===== src/rv_core_pkg.sv =====
// ------------------------------
// RV32I core shared definitions
// Word types, control enums and opcodes
// ------------------------------
`default_nettype none

package rv_core_pkg;

  typedef logic [31:0] word_t;
  typedef logic [4:0]  reg_addr_t;
  typedef logic [3:0]  strb_t;
  typedef logic [6:0]  opcode_t;
  typedef logic [2:0]  funct3_t;

  typedef enum logic [3:0] {
    alu_add, alu_sub, alu_sll, alu_srl, alu_sra,
    alu_xor, alu_or, alu_and,
    alu_eq, alu_ne, alu_lt, alu_ltu, alu_ge, alu_geu,
    alu_bypass_b
  } alu_op_e;

  typedef enum logic [1:0] {opa_rs1, opa_pc, opa_zero} opa_sel_e;
  typedef enum logic {opb_rs2, opb_imm} opb_sel_e;
  typedef enum logic {rd_alu, rd_link} rd_sel_e;
  typedef enum logic [1:0] {pc_consec, pc_jump, pc_trap} next_pc_e;

  // Encoding follows funct3[1:0] of loads and stores
  typedef enum logic [1:0] {
    ls_byte = 2'b00,
    ls_half = 2'b01,
    ls_word = 2'b10
  } ls_size_e;

  // Major opcodes
  localparam opcode_t opc_load   = 7'b0000011;
  localparam opcode_t opc_op_imm = 7'b0010011;
  localparam opcode_t opc_auipc  = 7'b0010111;
  localparam opcode_t opc_store  = 7'b0100011;
  localparam opcode_t opc_op     = 7'b0110011;
  localparam opcode_t opc_lui    = 7'b0110111;
  localparam opcode_t opc_branch = 7'b1100011;
  localparam opcode_t opc_jalr   = 7'b1100111;
  localparam opcode_t opc_jal    = 7'b1101111;

  // Register and immediate ALU funct3
  localparam funct3_t f3_add  = 3'b000;
  localparam funct3_t f3_sll  = 3'b001;
  localparam funct3_t f3_slt  = 3'b010;
  localparam funct3_t f3_sltu = 3'b011;
  localparam funct3_t f3_xor  = 3'b100;
  localparam funct3_t f3_srl  = 3'b101;
  localparam funct3_t f3_or   = 3'b110;
  localparam funct3_t f3_and  = 3'b111;

  // Branch funct3
  localparam funct3_t f3_beq  = 3'b000;
  localparam funct3_t f3_bne  = 3'b001;
  localparam funct3_t f3_blt  = 3'b100;
  localparam funct3_t f3_bge  = 3'b101;
  localparam funct3_t f3_bltu = 3'b110;
  localparam funct3_t f3_bgeu = 3'b111;

endpackage

`default_nettype wire


===== src/lsu_req_if.sv =====
// ------------------------------
// Load/store request channel
// Issue control to LSU, valid/ready
// ------------------------------
`timescale 1ns/1ps
`default_nettype none

interface lsu_req_if import rv_core_pkg::*; ();

  logic      valid;
  logic      ready;
  word_t     addr;
  word_t     wdata;
  logic      write;
  ls_size_e  size;
  logic      is_signed;
  reg_addr_t tag;

  modport issue (
    output valid, addr, wdata, write, size, is_signed, tag,
    input  ready
  );

  modport lsu (
    input  valid, addr, wdata, write, size, is_signed, tag,
    output ready
  );

endinterface

`default_nettype wire


===== src/rv_alu.sv =====
// ------------------------------
// RV32I ALU
// Adder, shifter, logic and compare
// ------------------------------
`timescale 1ns/1ps
`default_nettype none

module rv_alu import rv_core_pkg::*; (
  input  wire alu_op_e op_i,
  input  wire word_t   opa_i,
  input  wire word_t   opb_i,
  output word_t        result_o
);

  logic        do_sub;
  logic        cmp_signed;
  logic [32:0] add_a;
  logic [32:0] add_b;
  logic [32:0] sum;
  logic        is_zero;
  logic        less;
  logic        shift_left;
  logic        shift_arith;
  word_t       opa_rev;
  word_t       shift_in;
  logic [32:0] shift_ext;
  word_t       shift_out;
  word_t       shl_out;

  // One 33-bit adder for add, sub and all compares
  assign do_sub     = (op_i != alu_add);
  assign cmp_signed = (op_i == alu_lt) || (op_i == alu_ge);
  assign add_a      = {cmp_signed & opa_i[31], opa_i};
  assign add_b      = {cmp_signed & opb_i[31], opb_i};
  assign sum        = add_a + (do_sub ? ~add_b : add_b) + {32'b0, do_sub};
  assign is_zero    = (sum[31:0] == '0);
  assign less       = sum[32];

  // Right shifter, left shifts go through bit reversal
  assign shift_left  = (op_i == alu_sll);
  assign shift_arith = (op_i == alu_sra);
  assign opa_rev     = {<<{opa_i}};
  assign shift_in    = shift_left ? opa_rev : opa_i;
  assign shift_ext   = {shift_arith & shift_in[31], shift_in};
  assign shift_out   = word_t'($signed(shift_ext) >>> opb_i[4:0]);
  assign shl_out     = {<<{shift_out}};

  always_comb begin
    unique case (op_i)
      alu_sll:      result_o = shl_out;
      alu_srl,
      alu_sra:      result_o = shift_out;
      alu_xor:      result_o = opa_i ^ opb_i;
      alu_or:       result_o = opa_i | opb_i;
      alu_and:      result_o = opa_i & opb_i;
      alu_eq:       result_o = {31'b0, is_zero};
      alu_ne:       result_o = {31'b0, ~is_zero};
      alu_lt,
      alu_ltu:      result_o = {31'b0, less};
      alu_ge,
      alu_geu:      result_o = {31'b0, ~less};
      alu_bypass_b: result_o = opb_i;
      default:      result_o = sum[31:0];
    endcase
  end

endmodule

`default_nettype wire


===== src/rv_core.sv =====
// ------------------------------
// RV32I integer core
// Single issue with load scoreboard
// ------------------------------
`timescale 1ns/1ps
`default_nettype none

module rv_core import rv_core_pkg::*; #(
  parameter word_t       boot_addr             = 32'h0000_1000,
  parameter word_t       trap_addr             = 32'h0000_0100,
  parameter int unsigned num_outstanding_loads = 4
) (
  input  wire logic  clk_i,
  input  wire logic  rst_i,
  // Instruction fetch
  output word_t      inst_addr_o,
  input  wire word_t inst_data_i,
  output logic       inst_valid_o,
  input  wire logic  inst_ready_i,
  // Data port
  output word_t      data_qaddr_o,
  output logic       data_qwrite_o,
  output word_t      data_qdata_o,
  output strb_t      data_qstrb_o,
  output logic       data_qvalid_o,
  input  wire logic  data_qready_i,
  input  wire word_t data_pdata_i,
  input  wire logic  data_pvalid_i
);

  logic        fetch_en_q;
  word_t       pc_q;
  word_t       pc_d;
  logic [31:0] sb_q;
  logic [31:0] sb_d;

  alu_op_e     alu_op;
  opa_sel_e    opa_sel;
  opb_sel_e    opb_sel;
  rd_sel_e     rd_sel;
  next_pc_e    next_pc;
  word_t       imm;
  reg_addr_t   rd;
  reg_addr_t   rs1;
  reg_addr_t   rs2;
  logic        uses_rs1;
  logic        uses_rs2;
  logic        write_rd;
  logic        is_branch;
  logic        is_load;
  logic        is_store;
  logic        is_signed;
  ls_size_e    ls_size;
  logic        illegal;

  word_t       rdata_a;
  word_t       rdata_b;
  word_t       opa;
  word_t       opb;
  word_t       alu_result;
  word_t       link_pc;
  word_t       consec_pc;
  logic        operands_ready;
  logic        valid_instr;
  logic        misaligned;
  logic        exception;
  logic        lsu_stall;
  logic        issue;
  logic        rsp_valid;
  reg_addr_t   rsp_tag;
  word_t       rsp_data;

  lsu_req_if lsu_req ();

  assign inst_addr_o  = pc_q;
  assign inst_valid_o = fetch_en_q;

  rv_decoder i_decoder (
    .instr_i     (inst_data_i),
    .alu_op_o    (alu_op),
    .opa_sel_o   (opa_sel),
    .opb_sel_o   (opb_sel),
    .rd_sel_o    (rd_sel),
    .next_pc_o   (next_pc),
    .imm_o       (imm),
    .rd_o        (rd),
    .rs1_o       (rs1),
    .rs2_o       (rs2),
    .uses_rs1_o  (uses_rs1),
    .uses_rs2_o  (uses_rs2),
    .write_rd_o  (write_rd),
    .is_branch_o (is_branch),
    .is_load_o   (is_load),
    .is_store_o  (is_store),
    .is_signed_o (is_signed),
    .ls_size_o   (ls_size),
    .illegal_o   (illegal)
  );

  // ------------------------------
  // Scoreboard and issue
  // ------------------------------
  // Sources and destination must not wait on a load
  assign operands_ready = !(uses_rs1 && sb_q[rs1]) &&
                          !(uses_rs2 && sb_q[rs2]) &&
                          !((write_rd || is_load) && sb_q[rd]);
  assign valid_instr    = inst_valid_o && inst_ready_i && operands_ready;

  always_comb begin
    unique case (ls_size)
      ls_half: misaligned = alu_result[0];
      ls_word: misaligned = (alu_result[1:0] != 2'b00);
      default: misaligned = 1'b0;
    endcase
    misaligned = misaligned && (is_load || is_store);
  end

  assign exception = illegal || misaligned;
  assign lsu_stall = lsu_req.valid && !lsu_req.ready;
  assign issue     = valid_instr && !lsu_stall;

  always_comb begin
    sb_d = sb_q;
    if (rsp_valid) begin
      sb_d[rsp_tag] = 1'b0;
    end
    if (issue && is_load && !exception) begin
      sb_d[rd] = 1'b1;
    end
    sb_d[0] = 1'b0;
  end

  // ------------------------------
  // Operands and ALU
  // ------------------------------
  always_comb begin
    unique case (opa_sel)
      opa_pc:   opa = pc_q;
      opa_zero: opa = '0;
      default:  opa = rdata_a;
    endcase
  end

  assign opb = (opb_sel == opb_rs2) ? rdata_b : imm;

  rv_alu i_alu (
    .op_i     (alu_op),
    .opa_i    (opa),
    .opb_i    (opb),
    .result_o (alu_result)
  );

  // ------------------------------
  // Next PC
  // ------------------------------
  assign link_pc   = pc_q + 32'd4;
  assign consec_pc = (is_branch && alu_result[0]) ? pc_q + imm : link_pc;

  always_comb begin
    pc_d = pc_q;
    if (issue) begin
      if (exception || next_pc == pc_trap) begin
        pc_d = trap_addr;
      end else if (next_pc == pc_jump) begin
        pc_d = {alu_result[31:1], 1'b0};
      end else begin
        pc_d = consec_pc;
      end
    end
  end

  always_ff @(posedge clk_i or posedge rst_i) begin
    if (rst_i) begin
      fetch_en_q <= 1'b0;
      pc_q       <= boot_addr;
      sb_q       <= '0;
    end else begin
      fetch_en_q <= 1'b1;
      pc_q       <= pc_d;
      sb_q       <= sb_d;
    end
  end

  // ------------------------------
  // Memory and write-back
  // ------------------------------
  assign lsu_req.valid     = valid_instr && (is_load || is_store) && !exception;
  assign lsu_req.addr      = alu_result;
  assign lsu_req.wdata     = rdata_b;
  assign lsu_req.write     = is_store;
  assign lsu_req.size      = ls_size;
  assign lsu_req.is_signed = is_signed;
  assign lsu_req.tag       = rd;

  rv_lsu #(
    .num_outstanding_loads (num_outstanding_loads)
  ) i_lsu (
    .clk_i         (clk_i),
    .rst_i         (rst_i),
    .req           (lsu_req),
    .rsp_valid_o   (rsp_valid),
    .rsp_tag_o     (rsp_tag),
    .rsp_data_o    (rsp_data),
    .data_qaddr_o  (data_qaddr_o),
    .data_qwrite_o (data_qwrite_o),
    .data_qdata_o  (data_qdata_o),
    .data_qstrb_o  (data_qstrb_o),
    .data_qvalid_o (data_qvalid_o),
    .data_qready_i (data_qready_i),
    .data_pdata_i  (data_pdata_i),
    .data_pvalid_i (data_pvalid_i)
  );

  rv_regfile i_regfile (
    .clk_i     (clk_i),
    .rst_i     (rst_i),
    .raddr_a_i (rs1),
    .raddr_b_i (rs2),
    .waddr0_i  (rd),
    .wdata0_i  ((rd_sel == rd_link) ? link_pc : alu_result),
    .we0_i     (issue && write_rd && !exception),
    .waddr1_i  (rsp_tag),
    .wdata1_i  (rsp_data),
    .we1_i     (rsp_valid),
    .rdata_a_o (rdata_a),
    .rdata_b_o (rdata_b)
  );

endmodule

`default_nettype wire


===== src/rv_decoder.sv =====
// ------------------------------
// RV32I instruction decoder
// Control fields and immediate
// ------------------------------
`timescale 1ns/1ps
`default_nettype none

module rv_decoder import rv_core_pkg::*; (
  input  wire word_t instr_i,
  output alu_op_e    alu_op_o,
  output opa_sel_e   opa_sel_o,
  output opb_sel_e   opb_sel_o,
  output rd_sel_e    rd_sel_o,
  output next_pc_e   next_pc_o,
  output word_t      imm_o,
  output reg_addr_t  rd_o,
  output reg_addr_t  rs1_o,
  output reg_addr_t  rs2_o,
  output logic       uses_rs1_o,
  output logic       uses_rs2_o,
  output logic       write_rd_o,
  output logic       is_branch_o,
  output logic       is_load_o,
  output logic       is_store_o,
  output logic       is_signed_o,
  output ls_size_e   ls_size_o,
  output logic       illegal_o
);

  opcode_t     opcode;
  funct3_t     funct3;
  logic [6:0]  funct7;
  word_t       i_imm;
  word_t       s_imm;
  word_t       b_imm;
  word_t       u_imm;
  word_t       j_imm;

  assign opcode = instr_i[6:0];
  assign funct3 = instr_i[14:12];
  assign funct7 = instr_i[31:25];
  assign rd_o   = instr_i[11:7];
  assign rs1_o  = instr_i[19:15];
  assign rs2_o  = instr_i[24:20];

  assign i_imm = {{20{instr_i[31]}}, instr_i[31:20]};
  assign s_imm = {{20{instr_i[31]}}, instr_i[31:25], instr_i[11:7]};
  assign b_imm = {{19{instr_i[31]}}, instr_i[31], instr_i[7], instr_i[30:25],
                  instr_i[11:8], 1'b0};
  assign u_imm = {instr_i[31:12], 12'b0};
  assign j_imm = {{11{instr_i[31]}}, instr_i[31], instr_i[19:12], instr_i[20],
                  instr_i[30:21], 1'b0};

  // Shared by register and immediate forms
  function automatic alu_op_e arith_op(funct3_t f3, logic alt);
    case (f3)
      f3_add:  return alt ? alu_sub : alu_add;
      f3_sll:  return alu_sll;
      f3_slt:  return alu_lt;
      f3_sltu: return alu_ltu;
      f3_xor:  return alu_xor;
      f3_srl:  return alt ? alu_sra : alu_srl;
      f3_or:   return alu_or;
      default: return alu_and;
    endcase
  endfunction

  always_comb begin
    alu_op_o    = alu_add;
    opa_sel_o   = opa_rs1;
    opb_sel_o   = opb_imm;
    rd_sel_o    = rd_alu;
    next_pc_o   = pc_consec;
    imm_o       = i_imm;
    uses_rs1_o  = 1'b0;
    uses_rs2_o  = 1'b0;
    write_rd_o  = 1'b0;
    is_branch_o = 1'b0;
    is_load_o   = 1'b0;
    is_store_o  = 1'b0;
    is_signed_o = 1'b0;
    ls_size_o   = ls_word;
    illegal_o   = 1'b0;

    unique case (opcode)
      opc_lui: begin
        write_rd_o = 1'b1;
        alu_op_o   = alu_bypass_b;
        opa_sel_o  = opa_zero;
        imm_o      = u_imm;
      end
      opc_auipc: begin
        write_rd_o = 1'b1;
        opa_sel_o  = opa_pc;
        imm_o      = u_imm;
      end
      opc_jal: begin
        write_rd_o = 1'b1;
        rd_sel_o   = rd_link;
        opa_sel_o  = opa_pc;
        imm_o      = j_imm;
        next_pc_o  = pc_jump;
      end
      opc_jalr: begin
        uses_rs1_o = 1'b1;
        write_rd_o = 1'b1;
        rd_sel_o   = rd_link;
        next_pc_o  = pc_jump;
        illegal_o  = (funct3 != 3'b000);
      end
      opc_branch: begin
        uses_rs1_o  = 1'b1;
        uses_rs2_o  = 1'b1;
        opb_sel_o   = opb_rs2;
        is_branch_o = 1'b1;
        imm_o       = b_imm;
        case (funct3)
          f3_beq:  alu_op_o = alu_eq;
          f3_bne:  alu_op_o = alu_ne;
          f3_blt:  alu_op_o = alu_lt;
          f3_bge:  alu_op_o = alu_ge;
          f3_bltu: alu_op_o = alu_ltu;
          f3_bgeu: alu_op_o = alu_geu;
          default: illegal_o = 1'b1;
        endcase
      end
      opc_load: begin
        uses_rs1_o  = 1'b1;
        is_load_o   = 1'b1;
        is_signed_o = ~funct3[2];
        ls_size_o   = ls_size_e'(funct3[1:0]);
        illegal_o   = (funct3[1:0] == 2'b11) || (funct3[2] && funct3[1]);
      end
      opc_store: begin
        uses_rs1_o = 1'b1;
        uses_rs2_o = 1'b1;
        is_store_o = 1'b1;
        imm_o      = s_imm;
        ls_size_o  = ls_size_e'(funct3[1:0]);
        illegal_o  = funct3[2] || (funct3[1:0] == 2'b11);
      end
      opc_op_imm: begin
        uses_rs1_o = 1'b1;
        write_rd_o = 1'b1;
        alu_op_o   = arith_op(funct3, (funct3 == f3_srl) && funct7[5]);
        if (funct3 == f3_sll) begin
          illegal_o = (funct7 != 7'b0000000);
        end else if (funct3 == f3_srl) begin
          illegal_o = !(funct7 inside {7'b0000000, 7'b0100000});
        end
      end
      opc_op: begin
        uses_rs1_o = 1'b1;
        uses_rs2_o = 1'b1;
        write_rd_o = 1'b1;
        opb_sel_o  = opb_rs2;
        alu_op_o   = arith_op(funct3, funct7[5]);
        illegal_o  = !((funct7 == 7'b0000000) ||
                       (funct7 == 7'b0100000 && funct3 inside {f3_add, f3_srl}));
      end
      default: illegal_o = 1'b1;
    endcase

    // No side effects from an illegal word
    if (illegal_o) begin
      uses_rs1_o  = 1'b0;
      uses_rs2_o  = 1'b0;
      write_rd_o  = 1'b0;
      is_branch_o = 1'b0;
      is_load_o   = 1'b0;
      is_store_o  = 1'b0;
      next_pc_o   = pc_trap;
    end
  end

endmodule

`default_nettype wire


===== src/rv_lsu.sv =====
// ------------------------------
// Load/store unit
// Data port requests and in-order load return
// ------------------------------
`timescale 1ns/1ps
`default_nettype none

module rv_lsu import rv_core_pkg::*; #(
  parameter int unsigned num_outstanding_loads = 4
) (
  input  wire logic  clk_i,
  input  wire logic  rst_i,
  lsu_req_if.lsu     req,
  output logic       rsp_valid_o,
  output reg_addr_t  rsp_tag_o,
  output word_t      rsp_data_o,
  output word_t      data_qaddr_o,
  output logic       data_qwrite_o,
  output word_t      data_qdata_o,
  output strb_t      data_qstrb_o,
  output logic       data_qvalid_o,
  input  wire logic  data_qready_i,
  input  wire word_t data_pdata_i,
  input  wire logic  data_pvalid_i
);

  localparam int unsigned ptr_w = $clog2(num_outstanding_loads);

  // Load queue payload
  reg_addr_t  tag_q  [num_outstanding_loads];
  ls_size_e   size_q [num_outstanding_loads];
  logic       sign_q [num_outstanding_loads];
  logic [1:0] off_q  [num_outstanding_loads];

  logic [ptr_w-1:0] wr_ptr_q;
  logic [ptr_w-1:0] rd_ptr_q;
  logic [ptr_w:0]   count_q;
  logic             full;
  logic             blocked;
  logic             push;
  logic             pop;
  word_t            rsp_shifted;
  logic             rsp_sign;

  // ------------------------------
  // Request side
  // ------------------------------
  assign full    = (count_q == (ptr_w + 1)'(num_outstanding_loads));
  assign blocked = full && !req.write;

  // Same event on both sides of the LSU
  assign req.ready     = data_qready_i && !blocked;
  assign data_qvalid_o = req.valid && !blocked;
  assign data_qaddr_o  = {req.addr[31:2], 2'b00};
  assign data_qwrite_o = req.write;

  always_comb begin
    unique case (req.size)
      ls_byte: begin
        data_qdata_o = {4{req.wdata[7:0]}};
        data_qstrb_o = strb_t'(4'b0001 << req.addr[1:0]);
      end
      ls_half: begin
        data_qdata_o = {2{req.wdata[15:0]}};
        data_qstrb_o = strb_t'(4'b0011 << req.addr[1:0]);
      end
      default: begin
        data_qdata_o = req.wdata;
        data_qstrb_o = 4'b1111;
      end
    endcase
  end

  assign push = req.valid && req.ready && !req.write;
  assign pop  = data_pvalid_i;

  always_ff @(posedge clk_i) begin
    if (push) begin
      tag_q[wr_ptr_q]  <= req.tag;
      size_q[wr_ptr_q] <= req.size;
      sign_q[wr_ptr_q] <= req.is_signed;
      off_q[wr_ptr_q]  <= req.addr[1:0];
    end
  end

  always_ff @(posedge clk_i or posedge rst_i) begin
    if (rst_i) begin
      wr_ptr_q <= '0;
      rd_ptr_q <= '0;
      count_q  <= '0;
    end else begin
      if (push) begin
        wr_ptr_q <= wr_ptr_q + 1'b1;
      end
      if (pop) begin
        rd_ptr_q <= rd_ptr_q + 1'b1;
      end
      case ({push, pop})
        2'b10:   count_q <= count_q + 1'b1;
        2'b01:   count_q <= count_q - 1'b1;
        default: count_q <= count_q;
      endcase
    end
  end

  // ------------------------------
  // Response side
  // ------------------------------
  assign rsp_valid_o = data_pvalid_i;
  assign rsp_tag_o   = tag_q[rd_ptr_q];
  assign rsp_shifted = data_pdata_i >> {off_q[rd_ptr_q], 3'b000};
  assign rsp_sign    = sign_q[rd_ptr_q];

  always_comb begin
    unique case (size_q[rd_ptr_q])
      ls_byte: rsp_data_o = {{24{rsp_sign & rsp_shifted[7]}}, rsp_shifted[7:0]};
      ls_half: rsp_data_o = {{16{rsp_sign & rsp_shifted[15]}}, rsp_shifted[15:0]};
      default: rsp_data_o = rsp_shifted;
    endcase
  end

endmodule

`default_nettype wire


===== src/rv_regfile.sv =====
// ------------------------------
// Integer register file
// 2 read, 2 write ports, x0 reads zero
// ------------------------------
`timescale 1ns/1ps
`default_nettype none

module rv_regfile import rv_core_pkg::*; (
  input  wire logic      clk_i,
  input  wire logic      rst_i,
  input  wire reg_addr_t raddr_a_i,
  input  wire reg_addr_t raddr_b_i,
  input  wire reg_addr_t waddr0_i,
  input  wire word_t     wdata0_i,
  input  wire logic      we0_i,
  input  wire reg_addr_t waddr1_i,
  input  wire word_t     wdata1_i,
  input  wire logic      we1_i,
  output word_t          rdata_a_o,
  output word_t          rdata_b_o
);

  word_t regs_q [1:31];

  // Port 0 for issue results, port 1 for load data
  always_ff @(posedge clk_i or posedge rst_i) begin
    if (rst_i) begin
      for (int i = 1; i < 32; i++) begin
        regs_q[i] <= '0;
      end
    end else begin
      if (we0_i && waddr0_i != '0) begin
        regs_q[waddr0_i] <= wdata0_i;
      end
      if (we1_i && waddr1_i != '0) begin
        regs_q[waddr1_i] <= wdata1_i;
      end
    end
  end

  assign rdata_a_o = (raddr_a_i == '0) ? '0 : regs_q[raddr_a_i];
  assign rdata_b_o = (raddr_b_i == '0) ? '0 : regs_q[raddr_b_i];

endmodule

`default_nettype wire


===== config.mk =====
export PLATFORM = sky130hd
export DESIGN_NAME = rv_core
export DESIGN_NICKNAME = d
export VERILOG_FILES = /design/src/rv_core_pkg.sv /design/src/lsu_req_if.sv /design/src/rv_alu.sv /design/src/rv_core.sv /design/src/rv_decoder.sv /design/src/rv_lsu.sv /design/src/rv_regfile.sv
export SDC_FILE = /design/constraint.sdc
export NUM_CORES = 2
export LEC_CHECK = 0
export BUFFER_PORTS_ARGS = -buffer_cell sky130_fd_sc_hd__buf_2
export CELL_PAD_IN_SITES_DETAIL_PLACEMENT = 1
export CELL_PAD_IN_SITES_GLOBAL_PLACEMENT = 2
export CORE_ASPECT_RATIO = 0.8
export CORE_MARGIN = 4
export CORE_UTILIZATION = 38
export CTS_BUF_LIST = sky130_fd_sc_hd__clkbuf_8
export DETAILED_ROUTE_END_ITERATION = 7
export PLACE_DENSITY = 0.86
export REMOVE_ABC_BUFFERS = 1
export SETUP_SLACK_MARGIN = 0.2
export SYNTH_ARGS = -nofsm -noshare
export SYNTH_HDL_FRONTEND = slang
export SYNTH_SLANG_ARGS = --single-unit

===== constraint.sdc =====
create_clock -name clk_i -period 30.8 [get_ports clk_i]
set_input_delay 1.54 -clock clk_i [delete_from_list [all_inputs] [get_ports clk_i]]
set_output_delay 1.54 -clock clk_i [all_outputs]
set_load 0.005 [all_outputs]

* Word-level counts from Yosys, hierarchy flattened
Memories as Yosys holds them, arrays and structs flattened. Cells that the tools add are included.
Word-level totals: register bits after elaboration 1063, bits in writable memories 40, input bits 69, output and inout port bits 103, word-level logic and storage cells 278, memories 4
Memories:
- i_lsu.tag_q | words 4, bits a word 5, read ports 1, clocked after Yosys merged registers in 0, wr ports 1, line rv_lsu.sv:30 | reg_addr_t tag_q [num_outstanding_loads];
- i_lsu.off_q | words 4, bits a word 2, read ports 1, clocked after Yosys merged registers in 0, wr ports 1, line rv_lsu.sv:33 | logic [1:0] off_q [num_outstanding_loads];
- i_lsu.size_q | words 4, bits a word 2, read ports 1, clocked after Yosys merged registers in 0, wr ports 1, line rv_lsu.sv:31 | ls_size_e size_q [num_outstanding_loads];
- i_lsu.sign_q | words 4, bits a word 1, read ports 1, clocked after Yosys merged registers in 0, wr ports 1, line rv_lsu.sv:32 | logic sign_q [num_outstanding_loads];
Operators by class: $add $sub $neg 8, $lt $le $gt $ge 12, eq/ne operators 41, shift-type cells 4, mux-type cells 75, bitwise logic cells 19, reduce and logical (&&, ||, !) cells 78
Operators by type and width (number):
- $bwmux W992 | 2
- $mux W992 | 2
- $mux W32 | 16
- $bmux W32 S5 | 2
- $demux W32 S5 | 2
- $pmux W32 S10 | 1
- $pmux W32 S2 | 3
- $pmux W31 S4 | 1
- $and A32 B32 Y32 | 2
- $or A32 B32 Y32 | 2
- $pmux W4 S7 | 2
- $add A33 B1 Y33 | 1
- $add A33 B33 Y33 | 1
- $mux W33 | 1
- $not A33 Y33 | 1
- $sshr A33 B5 Y32 | 1
- $add A32 B3 Y32 const B | 1
- $add A32 B32 Y32 | 1
- $logic_not A32 Y1 | 1
- $not A32 Y32 | 1
- $shr A32 B5 Y32 | 1
- $xor A32 B32 Y32 | 1
- $logic_and A1 B1 Y1 | 31
- $eq A4 B4 Y1 const B | 7
- other kinds (49) | 153

* Logic depth before layout (Yosys ltp)
depth in word-level cells 30, gate-level depth with buffers 40, gate-level depth less buffers 32

* By module
A second synthesis with hierarchy kept.
Unflattened totals: cells, all modules 8751, area total of the unflattened synthesis 81070.3 µm²
By module, submodules not included:
- rv_regfile | instances 1, cells each 6395, area each 62382.3 µm², seq. area each 24823.8 µm²
- rv_core | instances 1, cells each 921, area each 7349.5 µm², seq. area each 1602.8 µm²
- rv_alu | instances 1, cells each 993, area each 7051.8 µm², seq. area each 0.0 µm²
- rv_lsu | instances 1, cells each 296, area each 3333.2 µm², seq. area each 1376.3 µm²
- rv_decoder | instances 1, cells each 146, area each 953.4 µm², seq. area each 0.0 µm²

* Worst setup path before layout
Ideal clock, no wire load.
path kind input -> output, start input port inst_data_i[20], end output port data_qstrb_o[0], arrival time 9.059 ns, required time 29.260 ns, slack 20.201 ns, stages on the path 34, buffers on the path 13, path through buf_2 -> buf_6 -> buf_4 -> buf_4 -> buf_2 -> buf_2 -> buf_2 -> buf_4 -> buf_2 -> buf_2 -> buf_2 -> clkbuf_1 -> mux4_2 -> mux4_2 -> mux2i_1 -> nand2_1 -> o21ai_0 -> xor2_1 -> ha_1 -> clkbuf_1 -> a211oi_1 -> nand2_1 -> and3_1 -> o211ai_1 -> nand3_1 -> a31o_2 -> a21boi_0 -> xnor2_1 -> nor4_2 -> nand4b_1 -> mux2i_4 -> nor2_4 -> inv_1 -> o21ai_0
Between the ends: word-level cells in the longest chain between the ends 15, elaborated cells between the ends (all ways) 24, classes of those cells add/sub: 2; shift: 3; mux: 9; bitwise: 8; reduce/logical: 2
Ends and longest elaborated chain:
- start, declared | line rv_core.sv:17 | input wire word_t inst_data_i,
- $not A5 Y6 (implied by the code) | line rv_regfile.sv:42 | assign rdata_b_o = (raddr_b_i == '0) ? '0 : regs_q[raddr_b_i];
- $bmux W32 S5 | line rv_regfile.sv:42
- $mux W32 (implied by the code) (2 in a row) | line rv_regfile.sv:42
- $mux W32 | line rv_regfile.sv:42
- $mux W32 (*) | line rv_core.sv:144 | assign opb = (opb_sel == opb_rs2) ? rdata_b : imm;
- $not A33 Y33 / $and A1 B1 Y1 (equally long branches) | line rv_alu.sv:35, rv_alu.sv:34
- $mux W33 / $not A33 Y33 (equally long branches) | line rv_alu.sv:35 | assign sum = add_a + (do_sub ? ~add_b : add_b) + {32'b0, do_sub};
- $add A33 B33 Y33 / $mux W33 (equally long branches) | line rv_alu.sv:35
- $add A33 B1 Y33 / $add A33 B33 Y33 (equally long branches) | line rv_alu.sv:35
- $logic_not A32 Y1 / $add A33 B1 Y33 (equally long branches) | line rv_alu.sv:36, rv_alu.sv:35
- $not A1 Y1, on equally long branches | line rv_alu.sv:57, rv_alu.sv:61
- $pmux W32 S10 (*) | line rv_alu.sv:49 | unique case (op_i)
- named net alu_result[0] | line rv_core.sv:60 | word_t alu_result;
- $shl A2 B2 Y4 / $shl A1 B2 Y4 (equally long branches) | line rv_lsu.sv:65, rv_lsu.sv:61
- $pmux W4 S2 (*) | line rv_lsu.sv:58 | unique case (req.size)
- end, declared | line rv_core.sv:24 | output strb_t data_qstrb_o,
The timed path passes the listed nets; every way through them passes the cells marked *. The select of a mux whose other input is x is not followed.

* Final worst setup path
start input port inst_data_i[15], end output port data_qstrb_o[3]
Between the ends: word-level cells in the longest chain between the ends 13, elaborated cells between the ends (all ways) 27, classes of those cells add/sub: 2; shift: 3; mux: 11; bitwise: 9; reduce/logical: 2
Ends and longest elaborated chain:
- $not A5 Y6 (implied by the code) | line rv_regfile.sv:41 | assign rdata_a_o = (raddr_a_i == '0) ? '0 : regs_q[raddr_a_i];
- $bmux W32 S5 | line rv_regfile.sv:41
- $mux W32 (implied by the code) (2 in a row) | line rv_regfile.sv:41
- $mux W32 | line rv_regfile.sv:41
- $pmux W32 S2 | line rv_core.sv:137 | unique case (opa_sel)
- $add A33 B33 Y33 / $and A1 B1 Y1 (equally long branches) | line rv_alu.sv:35, rv_alu.sv:33
- $add A33 B1 Y33 / $add A33 B33 Y33 (equally long branches) | line rv_alu.sv:35
- $logic_not A32 Y1 / $add A33 B1 Y33 (equally long branches) | line rv_alu.sv:36, rv_alu.sv:35
- $not A1 Y1, on equally long branches | line rv_alu.sv:57, rv_alu.sv:61
- $pmux W32 S10 (*) | line rv_alu.sv:49
- named net alu_result[0] | line rv_core.sv:60
- $shl A2 B2 Y4 / $shl A1 B2 Y4 (equally long branches) | line rv_lsu.sv:65, rv_lsu.sv:61
- $pmux W4 S2 (*) | line rv_lsu.sv:58
Marked as above.

==> summary.md <==
| Metric | Value |
|---|---|
| Final setup violation count | 0 |
| Post-DP Area | 0.08249 mm^2 |
| Post-synthesis adder-cell area fraction | 2.241% |
| Hold Fails Final Rpt | 0 |
| Hold Crit Class | reg2reg |
| Share of layout cells above drive strength 1 | 17.95% |
| # hold bufs at CTS | 0 |
| Largest family of logic cells by synthesized area | multiplexers |
| Max-cap check violation count | 1 |
| Detail Placement HPWL | 289000 um |
| Clock skew | 126.3 ps |
| Yosys cell types | 108 |
| Clk Latency, worst-skew pair | 1030 ps |
| Post-synthesis mux area share | 19.86% |
| Commonest cells in the netlist | 1820 x nand2_1, 1183 x nor2_1, 1062 x dfrtp_1 |
| Cell with the most instances after synthesis | nand2_1 |
| CP Capture Type | output port |
| FFs w/ async S/R, synth | 96.37% |
| Antenna-violating nets left | 0 |
| CP required | 29260 ps |
| CTS Sinks | 1103 |
| EDFF count, synth | 40 |
| Crit Path Max Fanout | 69 |
| Slowest stage delay, CP | 770 ps |
| Global-route wire length before repair | 617300 um |
| Power per Cell Area | 95.25 mW/mm^2 |
| Synth area leader | dfrtp_1 |
| H-tree Lvls | 4 |
| Kind of critical path | in2out |
| Chip width | 518.4 um |
| Placer Congestion | 1.027 |
| Fmax | 0.07548 GHz |
| Final Cycle Share | 43.01% |
| # resized after CTS | 0 |
| WL final | 438500 um |
| Post-CTS setup buffer count | 0 |
| Vias per cell | 7.042 |
| Num CTS Buffers | 194 |
| Initial antenna violation count | 32 |
| Synth Area in Compound Gates | 18.78% |
| Status | finished with violations |
| Row count | 149 |
| Sequential share of the synthesized area | 35.11% |
| Wire length per cell | 37.55 um |
| WL met3 | 65490 um |
| YS warnings | 0 |
| PortBufs | 169 |
| Layout area overhead | 9.217% |
| CORE AREA | 0.2068 mm^2 |
| Most used cell along the critical path | buf_4 |
| Initial Utilization | 38.30% |
| Pleak | 37.24 nW |
| Xor-xnor portion of the synthesized cell area | 1.305% |
| WL met2 | 176900 um |
| FF+latch area | 0.02780 mm^2 |
| Cells after synthesis | 9056 |
| Worst hold slack | 504.3 ps |
| Met1 WL | 160300 um |
| Vias in the first global route | 82730 |
| Largest net degree at the start of global routing | 168 |
| DRC | 0 |
| IO Count | 172 |
| Worst-Margin Slew | 1492 ps |
| Area contributors post-synth | dfrtp_1 34%, mux4_2 15%, nand2_1 8.6% |
| Design area | 0.08648 mm^2 |
| Synth Area in Simple Gates | 16.97% |
| Top-area cell type share of the netlist area | 33.56% |
| CP Launch Type | input port |
| WP data arrival | 11710 ps |
| Die height | 416.3 um |
| Grt total ovfl | 0 |
| Pre-Repair DR Iteration Count | 6 |
| Starting DRT DRC Count | 12050 |
| GRT Total Usage | 39.42% |
| Pins Over Slew Limit | 1 |
| RSZ-0062 raised after global routing | false |
| Multi-input gate area | 0.04766 mm^2 |
| Crit-path slowest cell | buf_4 |
| TritonCTS clock tree | done |
| Yosys reg bits | 1103 |
| Final worst path period need | 13250 ps |
| Mapped cell area | 0.07918 mm^2 |
| Main synth FF type | dfrtp_1 |
| Clock Path Buffers | 3 |
| Filler cells | 23950 |
| Die area | 0.2158 mm^2 |
| Pwr Total | 8.237 mW |
| Worst VDD drop | 0.07276 mV |
| Via count | 82230 |
| Synthesized area per cell | 8.744 um^2 |
| Clk pin slew, worst setup/hold paths | 60 ps |
| Root Driver | clkbuf_8 |
| Nets | 8999 |
| Top Layer Used | met5 |
| Failing checks | max-capacitance violations, max-slew violations |
| Worst R2R Setup Slack | 21760 ps |
| Rel. slew slack | -2.295% |
[power by group]
group | leakage [nW] | total (mW) | switching, mW | internal, mW
clock network | 2.28 | 1.45 | 0.731 | 0.719
logic | 21.2 | 4.19 | 2.78 | 1.41
registers | 13.8 | 2.60 | 0.536 | 2.06
total | 37.2 | 8.24 | 4.05 | 4.19
[registers in the layout, indices dropped and copies added, names as in the netlist]
signal and cells:
inst_addr_o 32, i_lsu.tag_q 20, i_lsu.rd_ptr_q 2, i_lsu.size_q 8
i_lsu.count_q 3, i_lsu.off_q 8, inst_valid_o 1, i_lsu.sign_q 4
i_lsu.wr_ptr_q 2, i_regfile.regs_q 992, sb_q 31
[worst max-delay path, delay by kind of cell]
kind	cells	cell delay [ps]
and+or+nand+nor	14	3690
adders and majority gates	1	460
muxes	1	360
buffers and inverters	8	3940
xor gates and xnor gates	1	150
AOI/OAI and AO/OA	5	1230
[cells by family (layout without fill, tap and decap cells)]
kind of cell / count (synthesis) / after routing
AOI/OAI and AO/OA: 2386 / 2386
adders and majority gates: 140 / 140
other: 2 / 22
and+or+nand+nor: 3352 / 3352
xor gates and xnor gates: 118 / 118
DFF: 1103 / 1103
muxes: 895 / 895
buffers and inverters: 1060 / 944
[area by class of cell]
| cell class | count | area share, % |
|---|---|---|
| inverter | 143 | 0.6380 |
| sequential | 1103 | 32.15 |
| antenna | 19 | 0.05498 |
| tap | 2718 | 3.932 |
| clock buffer | 233 | 3.708 |
| multi-input combinational | 6894 | 55.11 |
| clock inverter | 114 | 0.8391 |
| timing repair buffer | 454 | 3.572 |
[routing by layer]
layer | vias to the layer above | global-route usage [%]
met1 | 41750 | 49.28
li1 | 32060 | -
met3 | 1913 | 17.23
met2 | 6486 | 54.92
met4 | 26 | 25.92
met5 | - | 0.9526
[stage by stage]
stage               setup WS [ps]  utilization [%]  instances  TNS [ps]
finish                      17550            41.83      11680         0
global route                17150            41.81      11660         0
CTS                         17790            41.80      11660         0
detailed placement          17810            39.90      11310         0
global placement            17880            39.89      11310         0
floorplan                  -660.6                -       8140   -701540
[path summary, 6_finish.rpt]
kind,startpoint,end,cells after the start
max in group asynchronous,rst_i,inst_addr_o[25],7
max,inst_data_i[15],data_qstrb_o[3],30
min reg2reg,i_lsu.count_q[0],i_lsu.count_q[0],1
max reg2reg,i_regfile.regs_q[259],i_lsu.tag_q[0][0],24
min in group asynchronous,rst_i,i_regfile.regs_q[296],2
min,i_lsu.count_q[0],i_lsu.count_q[0],1
[cell usage in the layout, fill, tap and decap left out, types with 71 or more instances in the layout]
cell and count:
nand3_1 71, mux2i_1 260, clkbuf_8 234, a22oi_1 98
o21ai_0 352, dfrtp_1 1062, nor2_1 1136, xnor2_1 73
o22ai_1 133, ha_1 137, o211ai_1 91, buf_4 283
buf_2 162, a31oi_1 584, mux4_2 527, a211oi_1 73
nand2_1 1755, inv_1 200, a21oi_1 588, mux2_2 90
Note: power is estimated with default switching activity, not from simulation.
